## src/rv_defs.svh

```systemverilog
// Shared widths and sizes for the RV32I debug core
// Memory depths and the host address map used by the Wishbone port
`ifndef RV_DEFS_SVH
`define RV_DEFS_SVH

// Data path
`define RV_XLEN        32

// Register file
`define RV_REG_COUNT   32
`define RV_REG_AW      5

// Instruction and data memories, in words
`define RV_IMEM_DEPTH  16
`define RV_IMEM_AW     4
`define RV_DMEM_DEPTH  16
`define RV_DMEM_AW     4

// Host word address, region code sits in bits 7:6
`define RV_WB_AW       8
`define RV_RGN_IMEM    2'b00
`define RV_RGN_DMEM    2'b01
`define RV_RGN_REGS    2'b10
`define RV_RGN_CTRL    2'b11

`endif
```

## src/rv_host_pkg.sv

```systemverilog
// Host port types
// Address regions of the debug map and the Wishbone slave state
`include "rv_defs.svh"

package rv_host_pkg;

  // Region code from the upper two address bits
  typedef enum logic [1:0] {
    rgn_imem = `RV_RGN_IMEM,
    rgn_dmem = `RV_RGN_DMEM,
    rgn_regs = `RV_RGN_REGS,
    rgn_ctrl = `RV_RGN_CTRL
  } region_e;

  typedef enum logic {
    st_idle,
    st_ack
  } bus_state_e;

endpackage

```

## src/rv_host_port.sv

```systemverilog
// Wishbone classic slave for host debug access
// Decodes the region, registers read data, holds the run bit
// and blocks instruction memory writes while the core runs
`timescale 1ns/1ps
`include "rv_defs.svh"

module rv_host_port (
  input  logic                    clk,
  input  logic                    rst_n,
  input  logic                    wb_cyc,
  input  logic                    wb_stb,
  input  logic                    wb_we,
  input  logic [`RV_WB_AW-1:0]    wb_adr,
  input  logic [`RV_XLEN-1:0]     wb_dat_w,
  input  logic [`RV_XLEN-1:0]     dbg_imem_data,
  input  logic [`RV_XLEN-1:0]     dbg_dmem_data,
  input  logic [`RV_XLEN-1:0]     dbg_reg_data,
  output logic [`RV_XLEN-1:0]     wb_dat_r,
  output logic                    wb_ack,
  output logic                    run,
  output logic                    imem_we,
  output logic [`RV_IMEM_AW-1:0]  imem_waddr,
  output logic [`RV_XLEN-1:0]     imem_wdata,
  output logic [`RV_IMEM_AW-1:0]  dbg_imem_addr,
  output logic [`RV_DMEM_AW-1:0]  dbg_dmem_addr,
  output logic [`RV_REG_AW-1:0]   dbg_reg_addr
);

  rv_host_pkg::bus_state_e state;
  rv_host_pkg::region_e    region;
  logic                    req;
  logic [`RV_XLEN-1:0]     rd_data;

  assign region = rv_host_pkg::region_e'(wb_adr[`RV_WB_AW-1 -: 2]);
  assign req    = wb_cyc && wb_stb && (state == rv_host_pkg::st_idle);
  assign wb_ack = (state == rv_host_pkg::st_ack);

  assign dbg_imem_addr = wb_adr[`RV_IMEM_AW-1:0];
  assign dbg_dmem_addr = wb_adr[`RV_DMEM_AW-1:0];
  assign dbg_reg_addr  = wb_adr[`RV_REG_AW-1:0];
  assign imem_waddr    = wb_adr[`RV_IMEM_AW-1:0];
  assign imem_wdata    = wb_dat_w;
  assign imem_we       = req && wb_we && (region == rv_host_pkg::rgn_imem) && !run;

  always_comb begin
    case (region)
      rv_host_pkg::rgn_imem: rd_data = dbg_imem_data;
      rv_host_pkg::rgn_dmem: rd_data = dbg_dmem_data;
      rv_host_pkg::rgn_regs: rd_data = dbg_reg_data;
      default:               rd_data = {{(`RV_XLEN-1){1'b0}}, run};  // Control word
    endcase
  end

  // One ack cycle, then back to idle for a cycle
  always_ff @(posedge clk) begin
    if (!rst_n) begin
      state <= rv_host_pkg::st_idle;
      run   <= 1'b0;
    end else begin
      state <= req ? rv_host_pkg::st_ack : rv_host_pkg::st_idle;
      if (req && wb_we && (region == rv_host_pkg::rgn_ctrl)) begin
        run <= wb_dat_w[0];
      end
    end
  end

  always_ff @(posedge clk) begin
    if (req) begin
      wb_dat_r <= rd_data;  // Valid while ack is high
    end
  end

  ack_single_a: assert property (
    @(posedge clk) disable iff (!rst_n)
    wb_ack |=> !wb_ack
  );

endmodule

```

## config.mk

```make
export PLATFORM = sky130hd
export DESIGN_NAME = rv_host_port
export DESIGN_NICKNAME = d
export VERILOG_FILES = /design/src/rv_host_pkg.sv /design/src/rv_host_port.sv
export VERILOG_INCLUDE_DIRS = /design/src
export SDC_FILE = /design/constraint.sdc
export NUM_CORES = 1
export LEC_CHECK = 0
export ABC_AREA = 1
export BUFFER_PORTS_ARGS = -buffer_cell sky130_fd_sc_hd__buf_4
export CORE_AREA = 4 4 84 86
export CTS_BUF_LIST = sky130_fd_sc_hd__clkbuf_4
export DETAILED_ROUTE_END_ITERATION = 10
export DIE_AREA = 0 0 88 90
export GPL_ROUTABILITY_DRIVEN = 0
export GPL_TIMING_DRIVEN = 0
export PLACE_DENSITY = 0.86
export SETUP_SLACK_MARGIN = 0.5
export SLEW_MARGIN = 30
export SYNTH_ARGS = -nofsm -noshare
export SYNTH_HDL_FRONTEND = slang
export SYNTH_SLANG_ARGS = --single-unit
```

## constraint.sdc

```tcl
create_clock -name clk -period 2.6 [get_ports clk]
set_input_delay 0.13 -clock clk [delete_from_list [all_inputs] [get_ports clk]]
set_output_delay 0.13 -clock clk [all_outputs]
set_load 0.02 [all_outputs]
```

# --- Word-level counts from Yosys, hierarchy flattened ---
# Cells that the tools add are included.
totals:
  register_bits: 34
  out_inout_bits: 84
  elab_cells: 17
op_classes:
  n_eq_ne: 3
  muxes: 2
  bitwise_logic: 1
  n_reduce_logical: 8
ops:
  columns: ["cell", "count"]
  rows:
  - ["$pmux W32 S3", 1]
  - ["$logic_and A1 B1 Y1", 6]
  - ["$eq A2 B2 Y1 const B", 2]
  - ["$eq A2 B1 Y1 const B", 1]
  - ["$logic_not A2 Y1", 1]
  - ["$logic_not A1 Y1", 1]
  - ["$mux W1", 1]
  - ["$not A1 Y1", 1]

# --- Logic depth before layout (Yosys ltp) ---
logic_depth:
  ltp_word: 5
  ltp_mapped: 5

# --- Worst setup path after synthesis ---
# Ideal clock, no wire load.
synth_path:
  kind: "register to register"
  from: "register state (netlist: wb_ack)"
  to: "register run"
  setup_time_ps: 113
  t_arrival_ps: 2135
  path_slack_ps: 352
  path_stages_with_launch: 5
  synth_period_minus_slack_ps: 2248
  path_cell_list: "dfxtp_1 nor2_1 nand4_1 nand2_1 nor2_1"
synth_between:
  elab_chain_len: 4
synth_lines:
  columns: ["item", "line", "text"]
  rows:
  - ["from (decl)", "rv_host_port.sv:29", "rv_host_pkg::bus_state_e state;"]
  - ["from (signal assigned)", "rv_host_port.sv:57", "state <= rv_host_pkg::st_idle;"]
  - ["from (signal assigned)", "rv_host_port.sv:60", "state <= req ? rv_host_pkg::st_ack : rv_host_pkg::st_idle;"]
  - ["$not A1 Y1", "rv_host_port.sv:35", "assign req = wb_cyc && wb_stb && (state == rv_host_pkg::st_idle);"]
  - ["$logic_and A1 B1 Y1", "rv_host_port.sv:35", null]
  - ["via req", "rv_host_port.sv:31", "logic req;"]
  - ["$logic_and A1 B1 Y1 (2 in series)", "rv_host_port.sv:61", "if (req && wb_we && (region == rv_host_pkg::rgn_ctrl)) begin"]
  - ["to (signal assigned)", "rv_host_port.sv:62", "run <= wb_dat_w[0];"]
  - ["to (decl)", "rv_host_port.sv:20", "output logic run,"]
# The timed path passes the listed nets, and every way through them passes these cells.
# A chain may end at the register's enable or synchronous reset.

# --- Worst setup path after layout ---
layout_path:
  from: "register state (netlist: wb_ack)"
  to: "output port imem_we"
layout_between:
  elab_chain_len: 5
layout_lines:
  columns: ["item", "line", "text"]
  rows:
  - ["$not A1 Y1", "rv_host_port.sv:35", null]
  - ["$logic_and A1 B1 Y1", "rv_host_port.sv:35", null]
  - ["$logic_and A1 B1 Y1 (3 in series)", "rv_host_port.sv:43", "assign imem_we = req && wb_we && (region == rv_host_pkg::rgn_imem) && !run;"]
  - ["to (decl)", "rv_host_port.sv:21", "output logic imem_we,"]
# No other way between the ends.

==> run metrics <==
I/O pin count 225; worst setup path startpoint wb_ack; largest net degree at the start of global routing 20; CP Max Fanout 4; syn nets 381; Die Footprint 7920 um^2; Yosys top cell area share 0.469; max incr delay on CP 0.37 ns; RSZ-0062 raised after global routing false; crit path time final 1.44 ns; Min-Delay Path Class in -> reg; half-perimeter wire length after placement 6400 um; Final Hold Viols 0; CP Launch Type register; area delta synth->final 77.5%; Post-DRT Antenna Nets 0; most frequent cell after synthesis nand2_1; setup TNS 0 ns; slowest cell on the critical path dfxtp_1; CP Capture Type output port; Synth Cell Area 2050 um^2; critical path capture point imem_we; core area 6280 um^2; status finished clean; Async S/R FF share, synth 0; Cell Int Power 999 uW; VDD IR max 190 uV; sequential power share 0.459; final wirelength 7540 um; Leak 0.00186 uW; vias post-DR 2,256; Max Fclk 693 MHz; FF-to-FF End run; Slew @ Worst Pin 0.529 ns; Setup WS pre-CTS 1.25 ns; cells along the critical path inv_1 > nand4_1 > nor4_1 > buf_4; antenna diode count 0; Clk pin slew, worst setup/hold paths 0.10 ns; H-tree depth 2; initial antenna violation count 0; max-slew violations 0; cell taking the most area after synthesis edfxtp_1; row count 29; IO Port Bufs 187; Worst Reg2Reg Path Length in Cells 5; synthesized flop and latch total 34; clk_lat worst skew 0.34 ns; DIE HEIGHT 90 um; Layout Nets 576; PostCTS Resize Cnt 0; Seq/Total Area, Yosys 0.488; cell count after synthesis 240; vias per inst 4.40; Yosys Warn Count 0; total CTS buffers 5; chip width 88 um; first-pass GRT wire length 11,100 um; switching share of total power 0.289; endpoints failing setup 0; Post-CTS Hold Fix Bufs 0; Initial Util 0.326; clock skew 0.0115 ns; Sink Count 34; pwr dens 386 nW/um^2; Post-CTS Setup Inserts 0; Routed wire per std cell 14.7 um; Crit Reg-Reg Startpoint wb_ack; Netlist cell types 14; Synth Area per Inst 8.54 um^2; worst path required time 2.47 ns; setup ws final 1.16 ns; CTS tree done; most common library cells after synthesis nand2_1, buf_4, edfxtp_1; Bufs on Longest Clock Path 2; r2r setup slk 1.27 ns; Post-synth EDFFs 32; vias in the first global route 2,428; Residual DRC 0; top cells by area, synth edfxtp_1, buf_4, nand2_1; Clk network pwr share 0.199; combinational share of power 0.341; Root Buffer clkbuf_4; Total GRT Usage 0.181; Setup CP Type reg -> out; max_cap viols 0; fraction of layout cells with a size suffix above 1 0.594; Remaining Overflow, GRT 0; Sw Pwr 406 uW; Tcrit/Tclk final 0.555; initial DRC count 50; Worst EP arrival 1.31 ns; Rel. slew slack 0.647; Synth Flop Type edfxtp_1; first-pass detailed-route iteration total 4
-- per-layer routing --
metal	part of all wire	track usage	vias up	wire [um]
li1	-	-	1120	-
met1	0.33	0.174	996	2460
met2	0.56	0.350	125	4200
met3	0.099	0.0585	15	743
met4	0.019	0.0550	0	141
met5	0	0	-	0
-- worst min path at each step --
stage                      from  end  slack [ns]  depth (start not counted)
after floorplan           rst_n  run        0.25                          2
after global placement    rst_n  run        0.36                          3
after detailed placement  rst_n  run        0.39                          3
after CTS                 rst_n  run        0.03                          3
after global routing      rst_n  run        0.02                          3
final                     rst_n  run        0.04                          3
-- power by group through the flow --
stage / Sequential [uW] / Combinational [uW] / Clock [uW]
after floorplan: 694 / 189 / 0
after global placement: 657 / 469 / 0
after detailed placement: 658 / 484 / 0
after CTS: 645 / 485 / 295
after global routing: 647 / 515 / 317
final: 645 / 479 / 280
-- cells in the final DEF, fill, tap and decap left out --
cell,netlist,final
nor2_4,2,3
buf_16,0,1
dfxtp_1,2,2
clkinv_2,0,1
nor2_2,1,1
inv_2,2,2
clkinvlp_4,0,1
nand2_1,100,100
buf_2,5,5
edfxtp_1,32,32
nand4_1,3,3
nor2_1,4,3
nor4_1,1,1
clkbuf_4,0,5
buf_4,53,240
nor3b_1,1,1
inv_1,3,3
clkinv_1,0,1
nand3_1,31,31
-- state kept, by name, summed over array words and instances (netlist names) --
name and flops:
wb_ack 1, run 1, wb_dat_r 32
-- stage by stage --
step                utilization  total power, uW  std cells  instance area [um^2]  hold WS [ns]
CTS                       0.580             1430        513                  3640        0.0280
floorplan                     -              883        240                  2050         0.251
detailed placement        0.571             1140        505                  3580         0.388
finish                    0.580             1400        513                  3640        0.0418
global route              0.580             1480        513                  3640        0.0249
global placement          0.566             1130        504                  3550         0.357
-- final cells by class --
type	instances	area, um^2
Buffer	58	423
Clock buffer	5	37.5
Clock inverter	3	16.3
Fill cell	534	2640
Inverter	5	18.8
Multi-Input combinational cell	143	614
Sequential cell	34	1000
Tap cell	77	96.3
Timing Repair Buffer	188	1430
-- cells by family after synthesis --
group | count (synthesis) | share of synthesized area
buf+inv | 63 | 0.216
flops | 34 | 0.488
simple gates | 143 | 0.296
-- critical path, delay by kind of cell, from the launching register on --
kind / cells / cell delay (ns)
simple gates: 2 / 0.35
buf+inv: 2 / 0.27
flops: 1 / 0.37
Note: power is estimated with default switching activity, not from simulation.
