==> src/rv_defs.svh <==
// Shared widths and sizes for the RV32I debug core
// Memory depths and the host address map used by the Wishbone port
`ifndef RV_DEFS_SVH
`define RV_DEFS_SVH

// Data path
`define RV_XLEN        32

// Register file
`define RV_REG_COUNT   32
`define RV_REG_AW      5

// Instruction and data memories, in words
`define RV_IMEM_DEPTH  16
`define RV_IMEM_AW     4
`define RV_DMEM_DEPTH  16
`define RV_DMEM_AW     4

// Host word address, region code sits in bits 7:6
`define RV_WB_AW       8
`define RV_RGN_IMEM    2'b00
`define RV_RGN_DMEM    2'b01
`define RV_RGN_REGS    2'b10
`define RV_RGN_CTRL    2'b11

`endif
==> src/rv_isa_pkg.sv <==
// Instruction set types for the RV32I core
// Major opcodes, ALU operations, branch conditions and writeback source
`include "rv_defs.svh"

package rv_isa_pkg;

  typedef logic [`RV_XLEN-1:0] xlen_t;

  // Major opcodes from instr[6:0]
  typedef enum logic [6:0] {
    opc_op     = 7'b0110011,
    opc_op_imm = 7'b0010011,
    opc_load   = 7'b0000011,
    opc_store  = 7'b0100011,
    opc_branch = 7'b1100011,
    opc_jal    = 7'b1101111,
    opc_jalr   = 7'b1100111,
    opc_lui    = 7'b0110111,
    opc_auipc  = 7'b0010111
  } opcode_e;

  typedef enum logic [3:0] {
    alu_add,
    alu_sub,
    alu_xor,
    alu_or,
    alu_and,
    alu_sll,
    alu_srl,
    alu_sra,
    alu_slt,
    alu_sltu,
    alu_pass_b   // LUI
  } alu_op_e;

  // Encoded as {funct3[2], funct3[0]}
  typedef enum logic [1:0] {
    br_beq = 2'b00,
    br_bne = 2'b01,
    br_blt = 2'b10,
    br_bge = 2'b11
  } br_cond_e;

  typedef enum logic [1:0] {
    src_alu,
    src_mem,
    src_pc4
  } wb_src_e;

endpackage

==> src/rv_decode.sv <==
// Decode stage
// Splits the instruction, builds the immediate and the control signals
// Undefined opcodes fall through as a no-op
`timescale 1ns/1ps
`include "rv_defs.svh"

module rv_decode (
  input  rv_isa_pkg::xlen_t      instr,
  output logic [`RV_REG_AW-1:0]  rs1_addr,
  output logic [`RV_REG_AW-1:0]  rs2_addr,
  output logic [`RV_REG_AW-1:0]  rd,
  output rv_isa_pkg::xlen_t      imm,
  output rv_isa_pkg::alu_op_e    alu_op,
  output logic                   alu_src_imm,
  output logic                   a_src_pc,
  output logic                   is_branch,
  output rv_isa_pkg::br_cond_e   br_cond,
  output logic                   is_jal,
  output logic                   is_jalr,
  output logic                   reg_we,
  output logic                   mem_we,
  output rv_isa_pkg::wb_src_e    wb_src
);

  rv_isa_pkg::opcode_e opcode;
  logic [2:0]          funct3;
  rv_isa_pkg::xlen_t   imm_i, imm_s, imm_b, imm_u, imm_j;

  // funct3 to ALU op, alt picks SUB or SRA
  function automatic rv_isa_pkg::alu_op_e alu_map(input logic [2:0] f3, input logic alt);
    rv_isa_pkg::alu_op_e op;
    case (f3)
      3'b000:  op = alt ? rv_isa_pkg::alu_sub : rv_isa_pkg::alu_add;
      3'b001:  op = rv_isa_pkg::alu_sll;
      3'b010:  op = rv_isa_pkg::alu_slt;
      3'b011:  op = rv_isa_pkg::alu_sltu;
      3'b100:  op = rv_isa_pkg::alu_xor;
      3'b101:  op = alt ? rv_isa_pkg::alu_sra : rv_isa_pkg::alu_srl;
      3'b110:  op = rv_isa_pkg::alu_or;
      default: op = rv_isa_pkg::alu_and;
    endcase
    return op;
  endfunction

  assign opcode   = rv_isa_pkg::opcode_e'(instr[6:0]);
  assign funct3   = instr[14:12];
  assign rd       = instr[11:7];
  assign rs1_addr = instr[19:15];
  assign rs2_addr = instr[24:20];

  // Sign-extended immediates
  assign imm_i = {{20{instr[31]}}, instr[31:20]};
  assign imm_s = {{20{instr[31]}}, instr[31:25], instr[11:7]};
  assign imm_b = {{19{instr[31]}}, instr[31], instr[7], instr[30:25], instr[11:8], 1'b0};
  assign imm_u = {instr[31:12], 12'h000};
  assign imm_j = {{11{instr[31]}}, instr[31], instr[19:12], instr[20], instr[30:21], 1'b0};

  always_comb begin
    imm         = '0;
    alu_op      = rv_isa_pkg::alu_add;
    alu_src_imm = 1'b0;
    a_src_pc    = 1'b0;
    is_branch   = 1'b0;
    br_cond     = rv_isa_pkg::br_cond_e'({funct3[2], funct3[0]});
    is_jal      = 1'b0;
    is_jalr     = 1'b0;
    reg_we      = 1'b0;
    mem_we      = 1'b0;
    wb_src      = rv_isa_pkg::src_alu;
    case (opcode)
      rv_isa_pkg::opc_op: begin
        alu_op = alu_map(funct3, instr[30]);
        reg_we = 1'b1;
      end
      rv_isa_pkg::opc_op_imm: begin
        imm         = imm_i;
        alu_op      = alu_map(funct3, instr[30] && (funct3 == 3'b101));  // SRAI only
        alu_src_imm = 1'b1;
        reg_we      = 1'b1;
      end
      rv_isa_pkg::opc_load: begin
        imm         = imm_i;
        alu_src_imm = 1'b1;
        reg_we      = (funct3 == 3'b010);  // LW only
        wb_src      = rv_isa_pkg::src_mem;
      end
      rv_isa_pkg::opc_store: begin
        imm         = imm_s;
        alu_src_imm = 1'b1;
        mem_we      = (funct3 == 3'b010);  // SW only
      end
      rv_isa_pkg::opc_branch: begin
        imm       = imm_b;
        is_branch = !funct3[1];  // Unsigned forms not taken
      end
      rv_isa_pkg::opc_jal: begin
        imm    = imm_j;
        is_jal = 1'b1;
        reg_we = 1'b1;
        wb_src = rv_isa_pkg::src_pc4;
      end
      rv_isa_pkg::opc_jalr: begin
        imm     = imm_i;
        is_jalr = 1'b1;
        reg_we  = 1'b1;
        wb_src  = rv_isa_pkg::src_pc4;
      end
      rv_isa_pkg::opc_lui: begin
        imm         = imm_u;
        alu_op      = rv_isa_pkg::alu_pass_b;
        alu_src_imm = 1'b1;
        reg_we      = 1'b1;
      end
      rv_isa_pkg::opc_auipc: begin
        imm         = imm_u;
        a_src_pc    = 1'b1;
        alu_src_imm = 1'b1;
        reg_we      = 1'b1;
      end
      default: ;
    endcase
  end

endmodule

==> config.mk <==
export PLATFORM = sky130hd
export DESIGN_NAME = rv_decode
export DESIGN_NICKNAME = d
export VERILOG_FILES = /design/src/rv_isa_pkg.sv /design/src/rv_decode.sv
export VERILOG_INCLUDE_DIRS = /design/src
export SDC_FILE = /design/constraint.sdc
export NUM_CORES = 1
export LEC_CHECK = 0
export BUFFER_PORTS_ARGS = -buffer_cell sky130_fd_sc_hd__clkbuf_2
export CAP_MARGIN = 5
export CORE_ASPECT_RATIO = 0.75
export CORE_UTILIZATION = 35
export DETAILED_ROUTE_END_ITERATION = 16
export PLACE_DENSITY_LB_ADDON = 0.2
export RECOVER_POWER = 50
export SLEW_MARGIN = 20
export SYNTH_ARGS = -nofsm -noshare
export SYNTH_HDL_FRONTEND = slang
export SYNTH_SLANG_ARGS = --single-unit
==> constraint.sdc <==
create_clock -name vclk -period 4.25
set_clock_uncertainty 0.2 [all_clocks]
set_input_delay 0.6375 -clock vclk [all_inputs]
set_output_delay 0.6375 -clock vclk [all_outputs]
set_load 0.05 [all_outputs]
# ---- Yosys cells after proc, flatten, opt, wreduce, memory -nomap -nowiden
# Index checks and enable logic that the tools add are counted.
dict set report totals {
  register_bits 0
  output_inout_bits 62
  wordCells 39
}
dict set report op_classes {
  eq_ne 15
  n_mux 16
  n_reduce_logical 8
}
# cell count
set ops {}
lappend ops {{$pmux W32 S5} 1}
lappend ops {{$pmux W4 S7} 2}
lappend ops {{$eq A7 B6 Y1 const B} 3}
lappend ops {{$eq A7 B7 Y1 const B} 3}
lappend ops {{$eq A7 B5 Y1 const B} 2}
lappend ops {{$pmux W4 S3} 1}
lappend ops {{$mux W1} 10}
lappend ops {{$eq A3 B3 Y1 const B} 3}
lappend ops {{$eq A7 B2 Y1 const B} 1}
lappend ops {{$eq A3 B2 Y1 const B} 2}
lappend ops {{$reduce_or A6 Y1} 1}
lappend ops {{$reduce_or A5 Y1} 1}
lappend ops {{$pmux W2 S2} 1}
lappend ops {{$reduce_or A2 Y1} 2}
lappend ops {{$eq A3 B1 Y1 const B} 1}
lappend ops {{$logic_not A3 Y1} 1}
lappend ops {{$reduce_or A3 Y1} 1}
lappend ops {{$pmux W1 S2} 1}
lappend ops {{$logic_and A1 B1 Y1} 1}
lappend ops {{$logic_not A1 Y1} 1}

# ---- Depth between registers and ports, before layout
dict set report depth {
  ltp_word 5
  depth_mapped 6
  mapped_depth_nobuf 3
}

# ---- Least setup slack after synthesis
# Ideal clock, no wire load.
dict set report synth_timing {
  path_type {input to output}
  start {in instr[4]}
  end {out is_branch}
  arrival_time_ns 2.627
  required_ns 3.412
  path_slack_ns 0.786
  stages 3
  cell_sequence {buf_2 > nand3b_1 > nor4b_1}
}
dict set report synth_between {
  elab_chain_len 2
}
# element line
set synth_lines {}
lappend synth_lines {{start, declared} rv_decode.sv:8} ;# input rv_isa_pkg::xlen_t instr,
lappend synth_lines {{$eq A7 B7 Y1} rv_decode.sv:70} ;# case (opcode)
lappend synth_lines {{$mux W1} rv_decode.sv:70}
lappend synth_lines {{end, declared} rv_decode.sv:16} ;# output logic is_branch,
# No other way between the ends.

# ---- Worst setup path after layout
dict set report layout_timing {
  start {in instr[2]}
  end {out imm[0]}
}
dict set report layout_between {
  elab_chain_len 3
  word_cells_on_any_way 11
  classes_between {eq/ne: 8; mux: 1; reduce/logical: 2}
}
# element line
set layout_lines {}
lappend layout_lines {{$eq A7 B5 Y1, or another cell as far along} rv_decode.sv:70}
lappend layout_lines {{$reduce_or A3 Y1 (no source line) or $reduce_or A2 Y1 (tied branches)} n/a}
lappend layout_lines {{$pmux W32 S5 (*)} rv_decode.sv:70}
lappend layout_lines {{end, declared} rv_decode.sv:12} ;# output rv_isa_pkg::xlen_t imm,
# Every way passes the cells marked *; elsewhere a longest branch is shown, timed or not.

==> metrics.txt <==
post-synthesis sequential area ratio=0%; DRC=0; # setup viols final=0; Synthesized Nets=~170; RSZ-0062 raised after global routing=false; grt ovf=0; met2 global-route usage=~32%; Hold Violations, Final=0; syn_area_per_cell=roughly 6.5 um^2; CP Launch Point=instr[2]; Total Die Area=between 2000 and 3000 um^2; vias in the first global route=roughly 950; Area after DPL=around 1200 um^2; pwr dens=approximately 110 nW/um^2; DP Wirelength=2310 um; nets=between 200 and 250; CP arrival=around 2.5 ns; initial antenna violation count=0; first-pass GRT wire length=4210 um; Rows=15; synthesized area=around 900 um^2; Setup crit end kind=primary output; hold depth=2; Slew @ Worst Pin=roughly 0.75 ns; n_diodes=0; number of vias per cell=5.14; Starting Density=37.8%; share of layout cells above drive strength 1=a little over a third; GRT busiest layer=met2; synthesized instance count=between 100 and 150; setup total negative slack=0 ns; post-route cell area=about 1200 um^2; Synth cell types=39; Die H=between 40 and 50 um; port bufs=94; Vias=1223; met1 Track Usage GR=28.1%; max_slew headroom=between 50 and 60%; number of fill cells=between 200 and 300; crit path launch type=input pin; Register Area=0 um^2; met3 global-route usage=0%; 1st-pass router iterations=4; Pins Over Slew Limit=0; Leak=slightly below 0.6 nW; routed len/inst=around 12 um; initial drt markers=70; CP endpoint=imm[0]; setup bufs post-CTS=0; max-cap check violation count=0; Synth Warn #=0; Placer Congestion=between 0.7 and 0.8; pin count of the biggest net entering global routing=22; Die X=60.4 um; post-CTS sizing=0; worst vdd ir=roughly 0.000044 V; Max FO, Critical Path=17; Tcrit/Tclk final=between 70% and 80%; fmax=300 MHz; Final Util=slightly above 50%; critical path class=input pin to primary output; Layout area overhead=34.3%; status=completed; Detail Route Antenna Nets=0; WL final=approximately 3000 um; clk_buf instances=0; # IOs=94; core area=approximately 2400 um^2; Tot GR Track Use=between 10% and 20%; post-route minimum period=3.33 ns; # hold bufs at CTS=0; seq_cells=0; CP Data Required Time=3.41 ns; Worst Hold Class=input pin to primary output
Yosys cell counts (all sizes together) (3+ instances only):
| library cell | number | area, um^2 |
|---|---|---|
| buf | 24 | 178 |
| nand3 | 16 | 80.1 |
| inv | 13 | 48.8 |
| o21ai | 12 | 60.1 |
| nor2b | 8 | 50.1 |
| o22ai | 8 | 50.1 |
| nand2 | 5 | 26.3 |
| nor2 | 5 | 21.3 |
| a21oi | 4 | 20.0 |
| a22o | 4 | 35.0 |
| clkbuf | 4 | 15.0 |
| nand2b | 3 | 18.8 |
| nand4b | 3 | 26.3 |
| or3 | 3 | 18.8 |
power by group:
| part | leakage, nW | total, mW | switching [mW] | internal (mW) |
|---|---|---|---|---|
| logic | 0.578 | 0.132 | 0.101 | 0.0317 |
| registers | 0 | 0 | 0 | 0 |
| clock network | 0 | 0 | 0 | 0 |
layout make-up:
| type | count | area (um^2) | area share, % |
|---|---|---|---|
| inverters | 13 | 48.8 | 4.06 |
| multi-input cells | 96 | 668 | 55.6 |
| well taps | 34 | 42.5 | 3.54 |
| repair buffers | 95 | 442 | 36.8 |
cells by family (layout without fill, tap and decap cells):
| logic type | after synthesis | count (layout) | synth area share, % |
|---|---|---|---|
| buffers and inverters | 41 | 108 | 27.0 |
| AND/OR/NAND/NOR | 53 | 53 | 35.8 |
| AO/OA/AOI/OAI | 43 | 43 | 37.2 |
per-stage QoR:
stage	total power [mW]	hold slack [ns]	setup slack, ns	instances
2_1_floorplan	0.107	1.20	0.786	137
3_3_place_gp	0.133	1.39	1.30	238
3_5_place_dp	0.135	1.39	1.25	238
4_1_cts	0.135	1.39	1.25	238
5_1_grt	0.140	1.45	0.783	238
6_report	0.132	1.44	0.915	238
layout by cell type (no fill, tap or decap), types with 4 or more instances in the layout:
cell      netlist  final
o22ai_1         8      8
a22o_1          4      4
clkbuf_1        4     29
o21ai_1        12     12
nor2_1          4      4
nor2b_1         8      8
inv_1          13     13
nand3_1        16     16
nand2_1         4      4
clkbuf_2        0     65
a21oi_1         4      4
worst max-delay path, cell delays in order:
cell      delay [ns]
clkbuf_1        0.55
nand3_1         0.24
or3_1           0.42
o211ai_1        0.16
clkbuf_1        0.49
worst min path at each step:
| stage | start | slack, ns | end |
|---|---|---|---|
| after floorplan | instr[13] | 1.20 | alu_op[2] |
| after global placement | instr[15] | 1.39 | rs1_addr[0] |
| after detailed placement | instr[10] | 1.39 | rd[3] |
| after CTS | instr[19] | 1.39 | rs1_addr[4] |
| after global routing | instr[19] | 1.45 | rs1_addr[4] |
| final | instr[10] | 1.44 | rd[3] |
metal layers:
layer  vias to the layer above  wire length (um)
met5                         -                 0
met4                         0                 0
met3                         0               130
met2                        44              1390
met1                       557              1400
li1                        622                 -
Note: power is estimated with default switching activity, not from simulation.
